**src/verilog/cpuParams.svh**
```systemverilog
`ifndef CPU_PARAMS_SVH
`define CPU_PARAMS_SVH

// data RAM size in 32-bit words
`define DMEM_WORDS 64

// first fetch address after reset
`define RESET_PC 32'h0000_0000

// 1-bit control levels
`define ENABLE 1'b1
`define DISABLE 1'b0

`endif

```
**src/verilog/cpuPkg.sv**
```systemverilog
package cpuPkg;

  typedef logic [31:0] BasicData; // register and memory word
  typedef logic [31:0] InstAddr; // byte address of an instruction
  typedef logic [4:0] RegAddr; // x0..x31
  typedef logic [31:0] Instruction; // raw instruction bits
  typedef logic [6:0] Opcode; // inst[6:0]

  typedef enum logic [3:0] {
    ALU_NOP,
    ALU_ADD,
    ALU_SUB,
    ALU_AND,
    ALU_OR,
    ALU_XOR,
    ALU_SLT,
    ALU_SLL,
    ALU_SRL
  } AluOp;

  // where an ALU operand comes from; NONE reads as zero
  typedef enum logic [1:0] {
    OP_TYPE_NONE,
    OP_TYPE_REG,
    OP_TYPE_IMM
  } OpType;

  localparam Opcode OPCODE_OP = 7'b0110011;
  localparam Opcode OPCODE_OP_IMM = 7'b0010011;
  localparam Opcode OPCODE_LUI = 7'b0110111;
  localparam Opcode OPCODE_LOAD = 7'b0000011;
  localparam Opcode OPCODE_STORE = 7'b0100011;
  localparam Opcode OPCODE_SYSTEM = 7'b1110011;

endpackage

```
**src/verilog/decoder.sv**
```systemverilog
`include "cpuParams.svh"

module decoder (
  input  cpuPkg::Instruction inst,
  output cpuPkg::RegAddr     src1Reg,
  output cpuPkg::RegAddr     src2Reg,
  output cpuPkg::RegAddr     dstReg,
  output cpuPkg::BasicData   imm,
  output cpuPkg::AluOp       aluOp,
  output cpuPkg::OpType      op1Type,
  output cpuPkg::OpType      op2Type,
  output logic               rs1Used,
  output logic               rs2Used,
  output logic               regWEnable,
  output logic               isLoad,
  output logic               isStore,
  output logic               isHalt
);

  cpuPkg::Opcode opcode;
  logic [2:0] funct3;
  logic [6:0] funct7;
  logic regWrite; // writes rd, before the x0 filter
  cpuPkg::BasicData immI;
  cpuPkg::BasicData immS;
  cpuPkg::BasicData immU;

  assign opcode = inst[6:0];
  assign funct3 = inst[14:12];
  assign funct7 = inst[31:25];
  assign src1Reg = inst[19:15];
  assign src2Reg = inst[24:20];
  assign dstReg = inst[11:7];

  assign immI = {{20{inst[31]}}, inst[31:20]};
  assign immS = {{20{inst[31]}}, inst[31:25], inst[11:7]};
  assign immU = {inst[31:12], 12'h000};

  // a write to x0 is no write at all
  assign regWEnable = regWrite && (dstReg != '0);

  always_comb begin
    imm = '0;
    aluOp = cpuPkg::ALU_NOP;
    op1Type = cpuPkg::OP_TYPE_NONE;
    op2Type = cpuPkg::OP_TYPE_NONE;
    rs1Used = `DISABLE;
    rs2Used = `DISABLE;
    regWrite = `DISABLE;
    isLoad = `DISABLE;
    isStore = `DISABLE;
    isHalt = `DISABLE;
    case (opcode)
      cpuPkg::OPCODE_OP: begin
        case ({funct7, funct3})
          10'b0000000_000: aluOp = cpuPkg::ALU_ADD;
          10'b0100000_000: aluOp = cpuPkg::ALU_SUB;
          10'b0000000_111: aluOp = cpuPkg::ALU_AND;
          10'b0000000_110: aluOp = cpuPkg::ALU_OR;
          10'b0000000_100: aluOp = cpuPkg::ALU_XOR;
          10'b0000000_010: aluOp = cpuPkg::ALU_SLT;
          10'b0000000_001: aluOp = cpuPkg::ALU_SLL;
          10'b0000000_101: aluOp = cpuPkg::ALU_SRL;
          default: aluOp = cpuPkg::ALU_NOP; // unsupported, stays a NOP
        endcase
        if (aluOp != cpuPkg::ALU_NOP) begin
          op1Type = cpuPkg::OP_TYPE_REG;
          op2Type = cpuPkg::OP_TYPE_REG;
          rs1Used = `ENABLE;
          rs2Used = `ENABLE;
          regWrite = `ENABLE;
        end
      end
      cpuPkg::OPCODE_OP_IMM: begin
        case (funct3)
          3'b000: aluOp = cpuPkg::ALU_ADD;
          3'b111: aluOp = cpuPkg::ALU_AND;
          3'b110: aluOp = cpuPkg::ALU_OR;
          3'b100: aluOp = cpuPkg::ALU_XOR;
          default: aluOp = cpuPkg::ALU_NOP;
        endcase
        if (aluOp != cpuPkg::ALU_NOP) begin
          imm = immI;
          op1Type = cpuPkg::OP_TYPE_REG;
          op2Type = cpuPkg::OP_TYPE_IMM;
          rs1Used = `ENABLE;
          regWrite = `ENABLE;
        end
      end
      cpuPkg::OPCODE_LUI: begin
        imm = immU;
        aluOp = cpuPkg::ALU_ADD; // 0 + imm
        op2Type = cpuPkg::OP_TYPE_IMM;
        regWrite = `ENABLE;
      end
      cpuPkg::OPCODE_LOAD: begin
        if (funct3 == 3'b010) begin // LW only
          imm = immI;
          aluOp = cpuPkg::ALU_ADD;
          op1Type = cpuPkg::OP_TYPE_REG;
          op2Type = cpuPkg::OP_TYPE_IMM;
          rs1Used = `ENABLE;
          regWrite = `ENABLE;
          isLoad = `ENABLE;
        end
      end
      cpuPkg::OPCODE_STORE: begin
        if (funct3 == 3'b010) begin // SW only
          imm = immS;
          aluOp = cpuPkg::ALU_ADD;
          op1Type = cpuPkg::OP_TYPE_REG;
          op2Type = cpuPkg::OP_TYPE_IMM;
          rs1Used = `ENABLE;
          rs2Used = `ENABLE; // store data
          isStore = `ENABLE;
        end
      end
      cpuPkg::OPCODE_SYSTEM: begin
        isHalt = (inst[31:7] == '0); // ecall
      end
      default: isHalt = `DISABLE;
    endcase
  end

endmodule

```
**src/verilog/decodeStage.sv**
```systemverilog
`include "cpuParams.svh"

module decodeStage (
  input  logic               clk,
  input  logic               rstN,
  input  cpuPkg::InstAddr    idPc,
  input  cpuPkg::Instruction idInst,
  input  logic               stall,
  input  cpuPkg::BasicData   rs1Data,
  input  cpuPkg::BasicData   rs2Data,
  output cpuPkg::RegAddr     rs1Addr,
  output cpuPkg::RegAddr     rs2Addr,
  output logic               rs1Used,
  output logic               rs2Used,
  output logic               haltSeen,
  output cpuPkg::InstAddr    exPc,
  output cpuPkg::BasicData   exRs1Data,
  output cpuPkg::BasicData   exRs2Data,
  output cpuPkg::BasicData   exImm,
  output cpuPkg::RegAddr     exRd,
  output cpuPkg::AluOp       exAluOp,
  output cpuPkg::OpType      exOp1Type,
  output cpuPkg::OpType      exOp2Type,
  output logic               exWEnable,
  output logic               exIsLoad,
  output logic               exIsStore,
  output logic               exIsHalt
);

  cpuPkg::RegAddr rdAddr;
  cpuPkg::BasicData imm;
  cpuPkg::AluOp aluOp;
  cpuPkg::OpType op1Type;
  cpuPkg::OpType op2Type;
  logic regWEnable;
  logic isLoad;
  logic isStore;
  logic isHalt;
  logic bubble;

  decoder decoder (
    .inst       (idInst),
    .src1Reg    (rs1Addr), // straight to the register file
    .src2Reg    (rs2Addr),
    .dstReg     (rdAddr),
    .imm        (imm),
    .aluOp      (aluOp),
    .op1Type    (op1Type),
    .op2Type    (op2Type),
    .rs1Used    (rs1Used),
    .rs2Used    (rs2Used),
    .regWEnable (regWEnable),
    .isLoad     (isLoad),
    .isStore    (isStore),
    .isHalt     (isHalt)
  );

  // anything behind an ecall is squashed
  assign bubble = (stall == `ENABLE) || (haltSeen == `ENABLE);

  always_ff @(posedge clk) begin
    if (!rstN) begin
      haltSeen <= `DISABLE;
    end else if (isHalt && !bubble) begin
      haltSeen <= `ENABLE; // ecall issued to execute
    end
  end

  always_ff @(posedge clk) begin
    if (!rstN || bubble) begin
      exAluOp <= cpuPkg::ALU_NOP;
      exOp1Type <= cpuPkg::OP_TYPE_NONE;
      exOp2Type <= cpuPkg::OP_TYPE_NONE;
      exWEnable <= `DISABLE;
      exIsLoad <= `DISABLE;
      exIsStore <= `DISABLE;
      exIsHalt <= `DISABLE;
    end else begin
      exAluOp <= aluOp;
      exOp1Type <= op1Type;
      exOp2Type <= op2Type;
      exWEnable <= regWEnable;
      exIsLoad <= isLoad;
      exIsStore <= isStore;
      exIsHalt <= isHalt;
    end
  end

  // payload, only meaningful behind the control bits
  always_ff @(posedge clk) begin
    exPc <= idPc;
    exRs1Data <= rs1Data;
    exRs2Data <= rs2Data;
    exImm <= imm;
    exRd <= rdAddr;
  end

endmodule

```
**src/verilog/fetchStage.sv**
```systemverilog
`include "cpuParams.svh"

module fetchStage (
  input  logic               clk,
  input  logic               rstN,
  input  logic               stall,
  input  logic               haltSeen,
  output cpuPkg::InstAddr    instAddr,
  input  cpuPkg::Instruction instData,
  output cpuPkg::InstAddr    idPc,
  output cpuPkg::Instruction idInst
);

  localparam cpuPkg::Instruction NopInst = 32'h0000_0013; // addi x0, x0, 0

  // instAddr is the PC itself
  always_ff @(posedge clk) begin
    if (!rstN) begin
      instAddr <= `RESET_PC;
      idPc <= `RESET_PC;
      idInst <= NopInst;
    end else if (haltSeen == `ENABLE) begin
      idInst <= NopInst; // PC frozen, feed NOPs
    end else if (stall == `DISABLE) begin
      instAddr <= instAddr + 32'd4;
      idPc <= instAddr;
      idInst <= instData;
    end
  end

endmodule

```
**src/verilog/registerFile.sv**
```systemverilog
module registerFile (
  input  logic             clk,
  input  logic             rstN,
  input  cpuPkg::RegAddr   rs1Addr,
  input  cpuPkg::RegAddr   rs2Addr,
  output cpuPkg::BasicData rs1Data,
  output cpuPkg::BasicData rs2Data,
  input  logic             wEnable,
  input  cpuPkg::RegAddr   wAddr,
  input  cpuPkg::BasicData wData
);

  cpuPkg::BasicData regs [32];
  logic writeHit1;
  logic writeHit2;

  // write-through hides the writeback cycle from decode
  assign writeHit1 = wEnable && (wAddr == rs1Addr);
  assign writeHit2 = wEnable && (wAddr == rs2Addr);

  assign rs1Data = (rs1Addr == '0) ? '0 : (writeHit1 ? wData : regs[rs1Addr]);
  assign rs2Data = (rs2Addr == '0) ? '0 : (writeHit2 ? wData : regs[rs2Addr]);

  always_ff @(posedge clk) begin
    if (!rstN) begin
      for (int i = 0; i < 32; i++) begin
        regs[i] <= '0;
      end
    end else if (wEnable && (wAddr != '0)) begin
      regs[wAddr] <= wData; // x0 stays zero
    end
  end

endmodule

```
**src/verilog/hazardUnit.sv**
```systemverilog
module hazardUnit (
  input  cpuPkg::RegAddr rs1Addr,
  input  cpuPkg::RegAddr rs2Addr,
  input  logic           rs1Used,
  input  logic           rs2Used,
  input  cpuPkg::RegAddr exRd,
  input  logic           exWEnable,
  input  cpuPkg::RegAddr memRd,
  input  logic           memWEnable,
  output logic           stall
);

  logic rs1Busy;
  logic rs2Busy;

  // writeback is covered by the register file write-through
  assign rs1Busy = rs1Used && (rs1Addr != '0) &&
                   ((exWEnable && (exRd == rs1Addr)) || (memWEnable && (memRd == rs1Addr)));
  assign rs2Busy = rs2Used && (rs2Addr != '0) &&
                   ((exWEnable && (exRd == rs2Addr)) || (memWEnable && (memRd == rs2Addr)));

  assign stall = rs1Busy || rs2Busy;

endmodule

```
**src/verilog/executeStage.sv**
```systemverilog
`include "cpuParams.svh"

module executeStage (
  input  logic             clk,
  input  logic             rstN,
  input  cpuPkg::InstAddr  exPc,
  input  cpuPkg::BasicData exRs1Data,
  input  cpuPkg::BasicData exRs2Data,
  input  cpuPkg::BasicData exImm,
  input  cpuPkg::RegAddr   exRd,
  input  cpuPkg::AluOp     exAluOp,
  input  cpuPkg::OpType    exOp1Type,
  input  cpuPkg::OpType    exOp2Type,
  input  logic             exWEnable,
  input  logic             exIsLoad,
  input  logic             exIsStore,
  input  logic             exIsHalt,
  output cpuPkg::InstAddr  memPc,
  output cpuPkg::BasicData memResult,
  output cpuPkg::BasicData memStoreData,
  output cpuPkg::RegAddr   memRd,
  output logic             memWEnable,
  output logic             memIsLoad,
  output logic             memIsStore,
  output logic             memIsHalt
);

  cpuPkg::BasicData op1;
  cpuPkg::BasicData op2;
  cpuPkg::BasicData aluResult;

  always_comb begin
    case (exOp1Type)
      cpuPkg::OP_TYPE_REG: op1 = exRs1Data;
      default: op1 = '0; // LUI base
    endcase
    case (exOp2Type)
      cpuPkg::OP_TYPE_REG: op2 = exRs2Data;
      cpuPkg::OP_TYPE_IMM: op2 = exImm;
      default: op2 = '0;
    endcase
  end

  always_comb begin
    case (exAluOp)
      cpuPkg::ALU_ADD: aluResult = op1 + op2;
      cpuPkg::ALU_SUB: aluResult = op1 - op2;
      cpuPkg::ALU_AND: aluResult = op1 & op2;
      cpuPkg::ALU_OR: aluResult = op1 | op2;
      cpuPkg::ALU_XOR: aluResult = op1 ^ op2;
      cpuPkg::ALU_SLT: aluResult = ($signed(op1) < $signed(op2)) ? 32'd1 : 32'd0;
      cpuPkg::ALU_SLL: aluResult = op1 << op2[4:0];
      cpuPkg::ALU_SRL: aluResult = op1 >> op2[4:0]; // logical
      default: aluResult = '0;
    endcase
  end

  always_ff @(posedge clk) begin
    if (!rstN) begin
      memWEnable <= `DISABLE;
      memIsLoad <= `DISABLE;
      memIsStore <= `DISABLE;
      memIsHalt <= `DISABLE;
    end else begin
      memWEnable <= exWEnable;
      memIsLoad <= exIsLoad;
      memIsStore <= exIsStore;
      memIsHalt <= exIsHalt;
    end
  end

  always_ff @(posedge clk) begin
    memPc <= exPc;
    memResult <= aluResult; // data address for LW/SW
    memStoreData <= exRs2Data;
    memRd <= exRd;
  end

endmodule

```
**src/verilog/memoryStage.sv**
```systemverilog
`include "cpuParams.svh"

module memoryStage (
  input  logic             clk,
  input  logic             rstN,
  input  cpuPkg::InstAddr  memPc,
  input  cpuPkg::BasicData memResult,
  input  cpuPkg::BasicData memStoreData,
  input  cpuPkg::RegAddr   memRd,
  input  logic             memWEnable,
  input  logic             memIsLoad,
  input  logic             memIsStore,
  input  logic             memIsHalt,
  output logic             retireValid,
  output cpuPkg::RegAddr   retireRd,
  output cpuPkg::BasicData retireData,
  output cpuPkg::InstAddr  retirePc,
  output logic             halted,
  output logic             wbEnable,
  output cpuPkg::RegAddr   wbRd,
  output cpuPkg::BasicData wbData
);

  localparam int AddrMsb = $clog2(`DMEM_WORDS) + 1; // word index above byte offset

  cpuPkg::BasicData dataRam [`DMEM_WORDS];
  logic [AddrMsb-2:0] ramIndex;
  cpuPkg::InstAddr wbPc;

  assign ramIndex = memResult[AddrMsb:2];

  always_ff @(posedge clk) begin
    if (memIsStore == `ENABLE) begin
      dataRam[ramIndex] <= memStoreData;
    end
    wbData <= (memIsLoad == `ENABLE) ? dataRam[ramIndex] : memResult; // sync read
    wbRd <= memRd;
    wbPc <= memPc;
  end

  always_ff @(posedge clk) begin
    if (!rstN) begin
      wbEnable <= `DISABLE;
      halted <= `DISABLE;
    end else begin
      wbEnable <= memWEnable;
      if (memIsHalt == `ENABLE) begin
        halted <= `ENABLE; // sticky until reset
      end
    end
  end

  // nothing retires once halted
  assign retireValid = wbEnable && (halted == `DISABLE);
  assign retireRd = wbRd;
  assign retireData = wbData;
  assign retirePc = wbPc;

endmodule

```
**src/verilog/cpuCore.sv**
```systemverilog
module cpuCore (
  input  logic               clk,
  input  logic               rstN,
  output cpuPkg::InstAddr    instAddr,
  input  cpuPkg::Instruction instData,
  output logic               retireValid,
  output cpuPkg::RegAddr     retireRd,
  output cpuPkg::BasicData   retireData,
  output cpuPkg::InstAddr    retirePc,
  output logic               halted
);

  logic stall;
  logic haltSeen;
  cpuPkg::InstAddr idPc;
  cpuPkg::Instruction idInst;
  cpuPkg::RegAddr rs1Addr;
  cpuPkg::RegAddr rs2Addr;
  logic rs1Used;
  logic rs2Used;
  cpuPkg::BasicData rs1Data;
  cpuPkg::BasicData rs2Data;
  cpuPkg::InstAddr exPc;
  cpuPkg::BasicData exRs1Data;
  cpuPkg::BasicData exRs2Data;
  cpuPkg::BasicData exImm;
  cpuPkg::RegAddr exRd;
  cpuPkg::AluOp exAluOp;
  cpuPkg::OpType exOp1Type;
  cpuPkg::OpType exOp2Type;
  logic exWEnable;
  logic exIsLoad;
  logic exIsStore;
  logic exIsHalt;
  cpuPkg::InstAddr memPc;
  cpuPkg::BasicData memResult;
  cpuPkg::BasicData memStoreData;
  cpuPkg::RegAddr memRd;
  logic memWEnable;
  logic memIsLoad;
  logic memIsStore;
  logic memIsHalt;
  logic wbEnable;
  cpuPkg::RegAddr wbRd;
  cpuPkg::BasicData wbData;

  fetchStage fetch (
    .clk      (clk),
    .rstN     (rstN),
    .stall    (stall),
    .haltSeen (haltSeen),
    .instAddr (instAddr),
    .instData (instData),
    .idPc     (idPc),
    .idInst   (idInst)
  );

  decodeStage decode (
    .clk       (clk),
    .rstN      (rstN),
    .idPc      (idPc),
    .idInst    (idInst),
    .stall     (stall),
    .rs1Data   (rs1Data),
    .rs2Data   (rs2Data),
    .rs1Addr   (rs1Addr),
    .rs2Addr   (rs2Addr),
    .rs1Used   (rs1Used),
    .rs2Used   (rs2Used),
    .haltSeen  (haltSeen),
    .exPc      (exPc),
    .exRs1Data (exRs1Data),
    .exRs2Data (exRs2Data),
    .exImm     (exImm),
    .exRd      (exRd),
    .exAluOp   (exAluOp),
    .exOp1Type (exOp1Type),
    .exOp2Type (exOp2Type),
    .exWEnable (exWEnable),
    .exIsLoad  (exIsLoad),
    .exIsStore (exIsStore),
    .exIsHalt  (exIsHalt)
  );

  registerFile regFile (
    .clk     (clk),
    .rstN    (rstN),
    .rs1Addr (rs1Addr),
    .rs2Addr (rs2Addr),
    .rs1Data (rs1Data),
    .rs2Data (rs2Data),
    .wEnable (wbEnable),
    .wAddr   (wbRd),
    .wData   (wbData)
  );

  hazardUnit hazard (
    .rs1Addr    (rs1Addr),
    .rs2Addr    (rs2Addr),
    .rs1Used    (rs1Used),
    .rs2Used    (rs2Used),
    .exRd       (exRd),
    .exWEnable  (exWEnable),
    .memRd      (memRd),
    .memWEnable (memWEnable),
    .stall      (stall)
  );

  executeStage execute (
    .clk          (clk),
    .rstN         (rstN),
    .exPc         (exPc),
    .exRs1Data    (exRs1Data),
    .exRs2Data    (exRs2Data),
    .exImm        (exImm),
    .exRd         (exRd),
    .exAluOp      (exAluOp),
    .exOp1Type    (exOp1Type),
    .exOp2Type    (exOp2Type),
    .exWEnable    (exWEnable),
    .exIsLoad     (exIsLoad),
    .exIsStore    (exIsStore),
    .exIsHalt     (exIsHalt),
    .memPc        (memPc),
    .memResult    (memResult),
    .memStoreData (memStoreData),
    .memRd        (memRd),
    .memWEnable   (memWEnable),
    .memIsLoad    (memIsLoad),
    .memIsStore   (memIsStore),
    .memIsHalt    (memIsHalt)
  );

  memoryStage memory (
    .clk          (clk),
    .rstN         (rstN),
    .memPc        (memPc),
    .memResult    (memResult),
    .memStoreData (memStoreData),
    .memRd        (memRd),
    .memWEnable   (memWEnable),
    .memIsLoad    (memIsLoad),
    .memIsStore   (memIsStore),
    .memIsHalt    (memIsHalt),
    .retireValid  (retireValid),
    .retireRd     (retireRd),
    .retireData   (retireData),
    .retirePc     (retirePc),
    .halted       (halted),
    .wbEnable     (wbEnable),
    .wbRd         (wbRd),
    .wbData       (wbData)
  );

endmodule

```
**config.mk**
```make
export PLATFORM = sky130hd
export DESIGN_NAME = cpuCore
export DESIGN_NICKNAME = d
export VERILOG_FILES = /design/src/verilog/cpuPkg.sv /design/src/verilog/decoder.sv /design/src/verilog/decodeStage.sv /design/src/verilog/fetchStage.sv /design/src/verilog/registerFile.sv /design/src/verilog/hazardUnit.sv /design/src/verilog/executeStage.sv /design/src/verilog/memoryStage.sv /design/src/verilog/cpuCore.sv
export VERILOG_INCLUDE_DIRS = /design/src /design/src/verilog
export SDC_FILE = /design/constraint.sdc
export NUM_CORES = 2
export LEC_CHECK = 0
export BUFFER_PORTS_ARGS = -buffer_cell sky130_fd_sc_hd__buf_4
export CAP_MARGIN = 5
export CELL_PAD_IN_SITES_DETAIL_PLACEMENT = 1
export CELL_PAD_IN_SITES_GLOBAL_PLACEMENT = 2
export CORE_UTILIZATION = 24
export CTS_CLUSTER_DIAMETER = 150
export DETAILED_ROUTE_END_ITERATION = 8
export PLACE_DENSITY_LB_ADDON = 0.1
export SYNTH_ARGS = -nofsm -noshare
export SYNTH_HDL_FRONTEND = slang
export SYNTH_SLANG_ARGS = --single-unit
```
**constraint.sdc**
```tcl
create_clock -name clk -period 6.7 [get_ports clk]
set_input_delay 0.335 -clock clk [delete_from_list [all_inputs] [get_ports clk]]
set_output_delay 0.335 -clock clk [all_outputs]
set_load 0.01 [all_outputs]
```
==> summary.txt <==
Synthesis
  • Syn avg cell area: 15.57 sq um
  • Main synth FF type: edfxtp_1
  • Largest family of logic cells by synthesized area: multiplexers
  • Post-synth ARST share: 0
  • Post-synthesis mux area share: 0.1076
  • Top cells by area, synth: edfxtp_1 (62%), mux4_2 (9.8%), dfxtp_1 (5.6%)
  • Syn Inst Count: 9582
  • Post-synth top cells: edfxtp_1 (3072), and2_1 (1028), a22oi_1 (843)
  • Cell variety after synth: 106
  • Yosys top cell area share: 0.6184
  • Adder-cell share of the synthesized area: 0.009076
  • Complex-gate fraction of the synthesized area: 0.09757
  • Top-count cell post-synth: edfxtp_1
  • Yosys reg bits: 3489
  • Mapped cell area: 0.1492 sq mm
  • Sequential area share after synthesis: 0.6744
  • Yosys top cell by area: edfxtp_1
  • Post-Synth Simple-Gate Area: 0.08152
  • YS warnings: 0
  • Post-Synth XOR/XNOR Area: 0.003934
  • Post-synth EDFFs: 3072

STA
  • Fin crit period: 5.282 ns
  • Fmax: 189.3 MHz
  • Slew Limit Fails: 0
  • Hold Fails Final Rpt: 0
  • RSZ-0062 raised after global routing: no
  • Setup WS post-layout: 1.418 ns
  • Final setup TNS: 0 ns
  • Final Setup Violations: 0
  • Worst slew margin: 0.06051
  • Worst Skew: 0.1473 ns
  • Fin crit share: 0.7884
  • Worst slew pin tran: 1.409 ns

Routing
  • First drt pass iteration count: 7
  • Iteration-0 DRC Markers: 7835
  • DRC viols: 0
  • Wire length per cell: 34.98 um
  • Vias: 92264
  • DR vias/cell: 4.986
  • DRT Wirelength: 647.2 mm
  • Antenna viol nets, final: 0

Clock tree
  • Root buf cell: clkbuf_16
  • H-tree depth: 5
  • Clock sink total: 3489
  • Post-CTS Resized: 0
  • Worst-Skew Late Latency: 1.06 ns
  • Max Root-Sink Buffers: 4
  • Reg clk slew, reported paths: 0.06 ns
  • CTS Buf Count: 421
  • Clock tree from TritonCTS: built

Critical path
  • Critical path's slowest cell: a221oi_1
  • CP max stage delay: 1.05 ns
  • Worst r2r src: execute.memResult[2]
  • Crit path kind: flip-flop to flip-flop
  • Startpoint Class: flip-flop
  • Crit path capture type: flip-flop
  • Arr. time, crit path: 6.03 ns
  • CP Cell Sequence: and3b_4 -> buf_4 -> a22oi_1 -> nand4_1 -> nor2_1 -> a31oi_1 -> a221oi_1 -> a31oi_1 -> a221oi_1 -> a21oi_1
  • Setup crit start: execute.memResult[2]
  • Maximum fanout along the worst path: 41
  • Worst EP required: 7.45 ns

Global route
  • Gr busiest metal: met2
  • Initial antenna violation count: 54
  • First-pass GRT wire length: 874.8 mm
  • Pin count of the biggest net entering global routing: 98
  • GR Util met1: 0.2733
  • Grt ovf: 0
  • Met3 usage: 0.02178
  • Grt met2 use: 0.3472
  • Gr usage total: 0.2013
  • Vias in the first global route: 96649

Die
  • IO Count: 137
  • Core Area: 0.6194 sq mm
  • Die ar.: 0.6247 sq mm
  • Die Ht: 790.4 um
  • Die X: 790.4 um
  • FP Rows: 289
  • Initial Utilization: 0.2408

Finish
  • Share of cells above drive strength 1: 0.2069
  • Area Growth Syn to Fin: 18.50%
  • Cell area after layout: 0.1768 sq mm
  • Nets: 9956

Place
  • Number of port buffers: 132
  • DP HPWL: 396.9 mm
  • DP Area: 0.1624 sq mm
  • Final RePlAce weighted congestion: 0.8542
  • Pre-CTS WS: 1.442 ns

Outcome
  • Status: finished, final reports clean

Power and ir drop
  • Peak VDD IR: 0.2273 mV
  • LEAKAGE: 0.05728 uW
  • PwrDens: 288.2 mW/mm^2

Min path
  • Min-delay worst type: input port to flip-flop
  • Min-Delay Startpoint: instData[0]

Run
  • Max-Cap Viols: 0
[worst paths after layout]
check,endpoint,slack [ns],depth (start not counted)
worst max-delay path,memory.retireData[11],1.42,10
worst min-delay path,fetch.idInst[0],0.11,3
worst max register to register,memory.retireData[11],1.42,10
worst min register to register,decode.exPc[15],0.28,0
[what timing repair did]
action                    CTS  global route
hold endpoints to repair   48             0
setup buffers               0             0
hold buffers               47             0
[cell usage in the layout (no fill, tap or decap), types with 36 or more instances in the layout]
master / Yosys / routed
edfxtp_1: 3072 / 3072
a21o_1: 45 / 45
a21oi_1: 179 / 179
clkinv_2: 0 / 82
conb_1: 1 / 36
and2_1: 1028 / 1028
buf_12: 0 / 62
mux2i_1: 129 / 129
a22oi_1: 843 / 843
clkbuf_16: 0 / 429
clkinv_1: 0 / 65
o211ai_1: 96 / 96
mux4_2: 651 / 651
nor2_1: 410 / 310
dfxtp_1: 417 / 366
nand2_1: 269 / 267
a221oi_1: 152 / 152
nand4_1: 228 / 228
a211oi_1: 87 / 85
nand3_1: 54 / 52
a31oi_1: 74 / 74
xor2_1: 37 / 37
inv_1: 105 / 105
nor2_4: 3 / 101
clkbuf_1: 480 / 103
nor3_1: 39 / 37
dlygate4sd3_1: 0 / 47
o21ai_0: 186 / 155
ha_1: 105 / 104
dfxtp_2: 0 / 39
a22o_1: 120 / 120
buf_4: 15 / 485
[cell type report]
cell class | count | area, sq um
Antenna cell | 35 | 87.58
Clock buffer | 565 | 11560
Clock inverter | 218 | 2196
Fill cell | 64411 | 442700
Inverter | 112 | 422.9
Multi-Input combinational cell | 5196 | 46060
Sequential cell | 3489 | 100700
Tap cell | 8293 | 10380
Timing Repair Buffer | 595 | 5364
[kinds of logic (layout without fill, tap and decap cells)]
kind of cell             after synthesis  count (layout)
flip-flops                          3489            3489
adder cells (fa/ha/maj)              107             107
XOR/XNOR                              67              67
AO/OA/AOI/OAI                       1995            1995
buffers and inverters                932            1490
AND/OR/NAND/NOR                     2202            2202
multiplexers                         789             789
other                                  1              71
[per-layer routing]
layer	vias up	wire length (um)
met5	-	0
met4	0	14650
met2	2330	318900
met1	50567	288200
li1	38674	-
met3	693	25360
[stage by stage]
stage                     hold slack (ns)  power [uW]  std cells    util
after floorplan                    0.3096       26630       9617       -
after global placement             0.3101       28350      17633  0.2621
after detailed placement           0.3135       28420      17637  0.2622
after CTS                      0.00009603       51630      18467  0.2852
after global routing              0.07825       52480      18474  0.2852
final                              0.1135       50930      18503  0.2854
[flip-flops by register name, summed over array words and instances (netlist names), 30 cells and up, named ones only]
register and flops:
decode.exImm 32, decode.exPc 30, decode.exRs1Data 32, decode.exRs2Data 32
execute.memPc 30, execute.memResult 32, execute.memStoreData 32, fetch.idInst 32
fetch.idPc 30, fetch.instAddr 30, memory.dataRam 2048, memory.retireData 32
memory.retirePc 30, regFile.regs 1024
[worst max-delay path, delay by kind of cell, from the launching register on]
family	cells	cell delay, ns
AOI/OAI and AO/OA	6	2.82
and+or+nand+nor	3	0.82
DFF	1	0.80
buffers and inverters	1	0.44
[where the power goes]
group | switching, uW | internal, uW | leakage, uW
registers | 361 | 24400 | 0.0326
clock network | 9710 | 13300 | 0.00675
logic | 2170 | 934 | 0.0179
total | 12200 | 38700 | 0.0573
Power figures use the tool's default switching activity.
